$ cat src/hw/opc_pkg.sv
package opc_pkg;

   // --------------------
   // datapath types

   // one machine word; data, addresses and instructions alike.
   typedef logic [15:0] word_t;

   // names one tile of the cluster.
   typedef logic [1:0] core_idx_t;

   // --------------------
   // core sequencing

   typedef enum logic [2:0] {
      fetch0,
      fetch1,
      ea_ed,
      rdmem,
      exec,
      wrmem
   } cpu_state_t;

   // stores here leave the tile as output words.
   localparam word_t OUT_ADDR = 16'hFFFF;

endpackage

$ cat src/hw/opc_loader.sv
`timescale 1ns/1ns

module opc_loader #(
   parameter int NUM_CORES = 4,
   parameter int MEM_AW    = 8
) (
   input  logic                 clk,
   input  logic                 reset_b,
   input  logic                 load_we,
   input  opc_pkg::core_idx_t   load_core,
   input  logic [MEM_AW-1:0]    load_addr,
   input  opc_pkg::word_t       load_data,
   input  logic [NUM_CORES-1:0] run_set,
   input  logic [NUM_CORES-1:0] run_clr,
   output logic [NUM_CORES-1:0] tile_run,
   output logic [NUM_CORES-1:0] tile_we,
   output logic [MEM_AW-1:0]    tile_addr,
   output opc_pkg::word_t       tile_data
);
   import opc_pkg::*;

   logic [NUM_CORES-1:0] run_q;

   // clear beats set.
   always_ff @(posedge clk or negedge reset_b)
   begin
      if (!reset_b)
         run_q <= '0;
      else
         run_q <= (run_q | run_set) & ~run_clr;
   end

   assign tile_run = run_q;

   // --------------------
   // load routing
   always_comb
   begin
      for (int i = 0; i < NUM_CORES; i++)
         tile_we[i] = load_we && (load_core == core_idx_t'(i));
   end

   assign tile_addr = load_addr;
   assign tile_data = load_data;

endmodule

$ cat config.mk
export PLATFORM = sky130hd
export DESIGN_NAME = opc_loader
export DESIGN_NICKNAME = d
export VERILOG_FILES = /design/src/hw/opc_pkg.sv /design/src/hw/opc_loader.sv
export SDC_FILE = /design/constraint.sdc
export NUM_CORES = 1
export LEC_CHECK = 0
export ABC_AREA = 1
export ABC_CLOCK_PERIOD_IN_PS = 800
export BUFFER_PORTS_ARGS = -buffer_cell sky130_fd_sc_hd__buf_4
export CORE_UTILIZATION = 21
export DETAILED_ROUTE_END_ITERATION = 10
export PLACE_DENSITY = 0.73
export SYNTH_ARGS = -nofsm -noshare
export SYNTH_HDL_FRONTEND = slang
export SYNTH_SLANG_ARGS = --single-unit
$ cat constraint.sdc
create_clock -name clk -period 0.8 [get_ports clk]
set_input_delay 0 -clock clk [delete_from_list [all_inputs] [get_ports clk]]
set_output_delay 0 -clock clk [all_outputs]
set_load 0.02 [all_outputs]
# Word-level counts from Yosys, hierarchy flattened
# Cells that the tools add are included.
# Widths: inputs -> output; s select.
# op_classes
n_eq_ne	3
bitwise	3
n_reduce_logical	5
# op_table
operator	n
$and 4x4->4	1
$eq 2x2->1 const B	2
$logic_and 1x1->1	4
$not 4->4	1
$or 4x4->4	1
$eq 2x1->1 const B	1
$logic_not 2->1	1
# word_totals
ff_bits	4
input_bits	37
wordCells	12

# Logic depth before layout (Yosys ltp)
# logic_depth
ltp_word	2
mapped_depth	3
mapped_depth_nobuf	3

# Least setup slack after synthesis
# OpenSTA, ideal clock, no wires.
# synth_timing
kind	reg-to-reg
start	register run_q[0], in the netlist tile_run[0]
end	register run_q[0], in the netlist tile_run[0]
setup_ns	0.116
arrival_time_ns	0.573
required_time_ns	0.684
setup_slack_ns	0.111
path_stages_with_launch	3
n_path_buf	0
period_less_slack_ns	0.689
path_cell_list	dfrtp_1 nor2_1 nor2_1
# synth_via
elab_chain_len	2
# synth_lines
item	line_no	rtl
from (decl)	opc_loader.sv:22	logic [NUM_CORES-1:0] run_q;
from (signal assigned)	opc_loader.sv:30	run_q <= (run_q | run_set) & ~run_clr;
$or 4x4->4	opc_loader.sv:30	
$and 4x4->4	opc_loader.sv:30	
# Every way passes these cells.

# Worst setup path after layout
# layout_timing
start	register run_q[1], in the netlist tile_run[1]
end	output port tile_run[1]
# layout_lines
item	line_no	rtl
to (decl)	opc_loader.sv:15	output logic [NUM_CORES-1:0] tile_run,
# No word-level cell between the ends.

==> metrics.md <==
| Metric | Value |
|---|---|
| Wire per inst | `approximately 10 um` |
| Fin nets | `90` |
| Max-Cap Viols | `0` |
| Flops & latches, synth | `4` |
| DP HPWL | `approximately 490 um` |
| DRT met1 WL | `between 200 and 250 um` |
| Period Utilization, post-route | `between 90% and 100%` |
| Worst Tran Pin Value | `around 0.11 ns` |
| CTS tree | `done` |
| Reg2reg end | `tile_run[3]` |
| Number of library cell types mapped by synthesis | `5` |
| Core region area | `~1500 um2` |
| Crit end category | `output port` |
| Critical path arrival | `0.77 ns` |
| Hold Path Depth | `3` |
| Final setup viols | `0` |
| Area Overhead vs Synth | `28.31%` |
| Hold Path Class | `input pin to flop` |
| Post-CTS Setup Bufs | `0` |
| Htree depth | `1` |
| Largest net degree at the start of global routing | `5` |
| Port Buffers | `20` |
| IO Pins | `~70` |
| Total length of routed met3 wires | `around 120 um` |
| Worst hold slack | `-0.0001476 ns` |
| Cell family with most CP delay | `flip-flops` |
| Routed wire length | `between 600 and 700 um` |
| Synth area leader | `buf_4` |
| Highest-count cells in the layout ignoring fill and taps | `buf_4, nor2_1, dlygate4sd3_1` |
| Tmin final | `roughly 0.77 ns` |
| P_leak | `between 0.0002 and 0.00025 uW` |
| First-pass GRT wire length | `around 1.1 mm` |
| Power Total | `around 640 uW` |
| Buf/Inv on CP | `1` |
| Remaining global-route overflow | `0` |
| Placer Congestion | `0.6145` |
| Synthesis Warnings | `0` |
| Relative slew slack | `between 90 and 100%` |
| Fmax | `roughly 1300 MHz` |
| Failing checks | `negative hold slack` |
| Peak supply drop | `around 0.75 mV` |
| Unrepaired setup endpoints after global routing | `false` |
| Initial DRC Count | `2` |
| Post-route setup TNS | `0 ns` |
| Max incr delay on CP | `approximately 0.38 ns` |
| Final Hold Vio Count | `1` |
| R2R setup slack | `roughly 0.16 ns` |
| Crit path cell chain | `buf_4` |
| Worst hold start | `run_set[1]` |
| Initial Util | `a little under a quarter` |
| DIE AREA | `about 1800 um2` |
| Clock transition at path regs | `0.04 ns` |
| Vias per cell | `between 3 and 4` |
| Syn_nets | `between 80 and 90` |
| Die height | `~42 um` |
| Layout cell share with drive strength beyond 1 | `between 40% and 50%` |
| Gate Count Post-Synth | `44` |
| Skew-Pair Late Insertion Delay | `0.23 ns` |
| Max layer used | `met4` |
| Total GRT Usage | `between 8 and 9%` |
| Die X | `roughly 42 um` |
| Slowest CP cell | `dfrtp_1` |
| Number of filler cells placed in the layout | `171` |
| Met2 wire len | `approximately 310 um` |
| Setup Skew | `0 ns` |
| Synth top area share | `between 50% and 60%` |
| # diodes | `0` |
| Root buf cell | `clkbuf_4` |
| Slew Viols, Final | `0` |
| CTS buffer count | `3` |
| Worst Path Required | `about 0.80 ns` |
| CP Class | `flop to output port` |
| Rows | `14` |
| Sink Count | `4` |
| CP Max Fanout | `2` |
| Hold endpoint | `tile_run[1]` |
| Reg2Reg Launch Point | `tile_run[3]` |
| Mapped Avg Cell Area | `slightly below 8 um2` |
| Max reg flops | `4` |
| Clock buffer depth | `2` |
| Top post-synthesis cells by area | `buf_4, dfrtp_1, nor2_1` |
| Crit start category | `flop` |
| Most common cell after layout, fill and taps aside | `buf_4` |
| Syn Std Cell Area | `between 300 and 400 um2` |
| Worst r2r path cells | `2` |
| Initial antenna violation count | `0` |
| Part of the Yosys area used for sequential elements | `29.41%` |
| Routed vias | `264` |
| Number of remaining DRC errors | `0` |
| Power density over the cells | `between 1000 and 1500 nW/um2` |
| Run status | `finished, violations left` |
| Drt first pass iters | `2` |
| Vias in the first global route | `275` |
| Post-route ant nets | `0` |
worst max-delay path by stage:
stage / end / start / slack [ns] / cells after the start
after floorplan: tile_run[0] / tile_run[0] / 0.11 / 2
after global placement: tile_run[2] / tile_run[2] / 0.19 / 2
after detailed placement: tile_run[1] / tile_run[1] / 0.16 / 2
after CTS: tile_run[1] / tile_run[1] / 0.02 / 1
after global routing: tile_run[0] / tile_run[0] / 0.002 / 1
final: tile_run[1] / tile_run[1] / 0.03 / 1
power breakdown:
| group | total [uW] | switching [uW] | internal, uW |
|---|---|---|---|
| Clock | 244 | 76.6 | 167 |
| Sequential | 225 | 7.99 | 217 |
| Combinational | 169 | 69.1 | 100 |
| Total | 638 | 154 | 485 |
Yosys cell counts:
library cell   n
inv_1          2
nand2_1        2
buf_4         24
nor2_1        12
dfrtp_1        4
per-layer routing:
metal	vias to the layer above	track usage, %
met3	6	9.483
met1	110	6.684
li1	121	-
met4	0	6.250
met2	27	13.23
met5	-	0
what timing repair did:
| item | in CTS | in global routing |
|---|---|---|
| gates resized for setup | 0 | 1 |
| hold buffers | 8 | 0 |
| setup endpoints to repair | 0 | 1 |
| hold endpoints to repair | 8 | 0 |
cell type report:
cell class | instances | area, um2 | area share, %
Timing Repair Buffer | 28 | 234.0 | 53.58
Tap cell | 16 | 20.02 | 4.585
Inverter | 2 | 7.507 | 1.719
Clock buffer | 3 | 22.52 | 5.158
Sequential cell | 4 | 100.1 | 22.92
Multi-Input combinational cell | 14 | 52.55 | 12.03
kinds of logic (layout without fill, tap and decap cells):
kind of cell	Yosys count	in the layout	synth area share (%)
AND/OR/NAND/NOR	14	14	15.44
buffers and inverters	26	33	55.15
flip-flops	4	4	29.41
per-stage QoR:
stage          setup slack [ns]  std cells  instance area [um2]  utilization (%)
4_1_cts                 0.02265         67                432.9            28.74
3_5_place_dp             0.1586         56                330.3            21.93
5_1_grt                0.002232         67                436.7            28.99
3_3_place_gp             0.1873         56                330.3            21.93
2_1_floorplan            0.1109         44                340.3                -
6_report                0.03369         67                436.7            28.99
No activity file was read; power rests on OpenSTA's default activity.
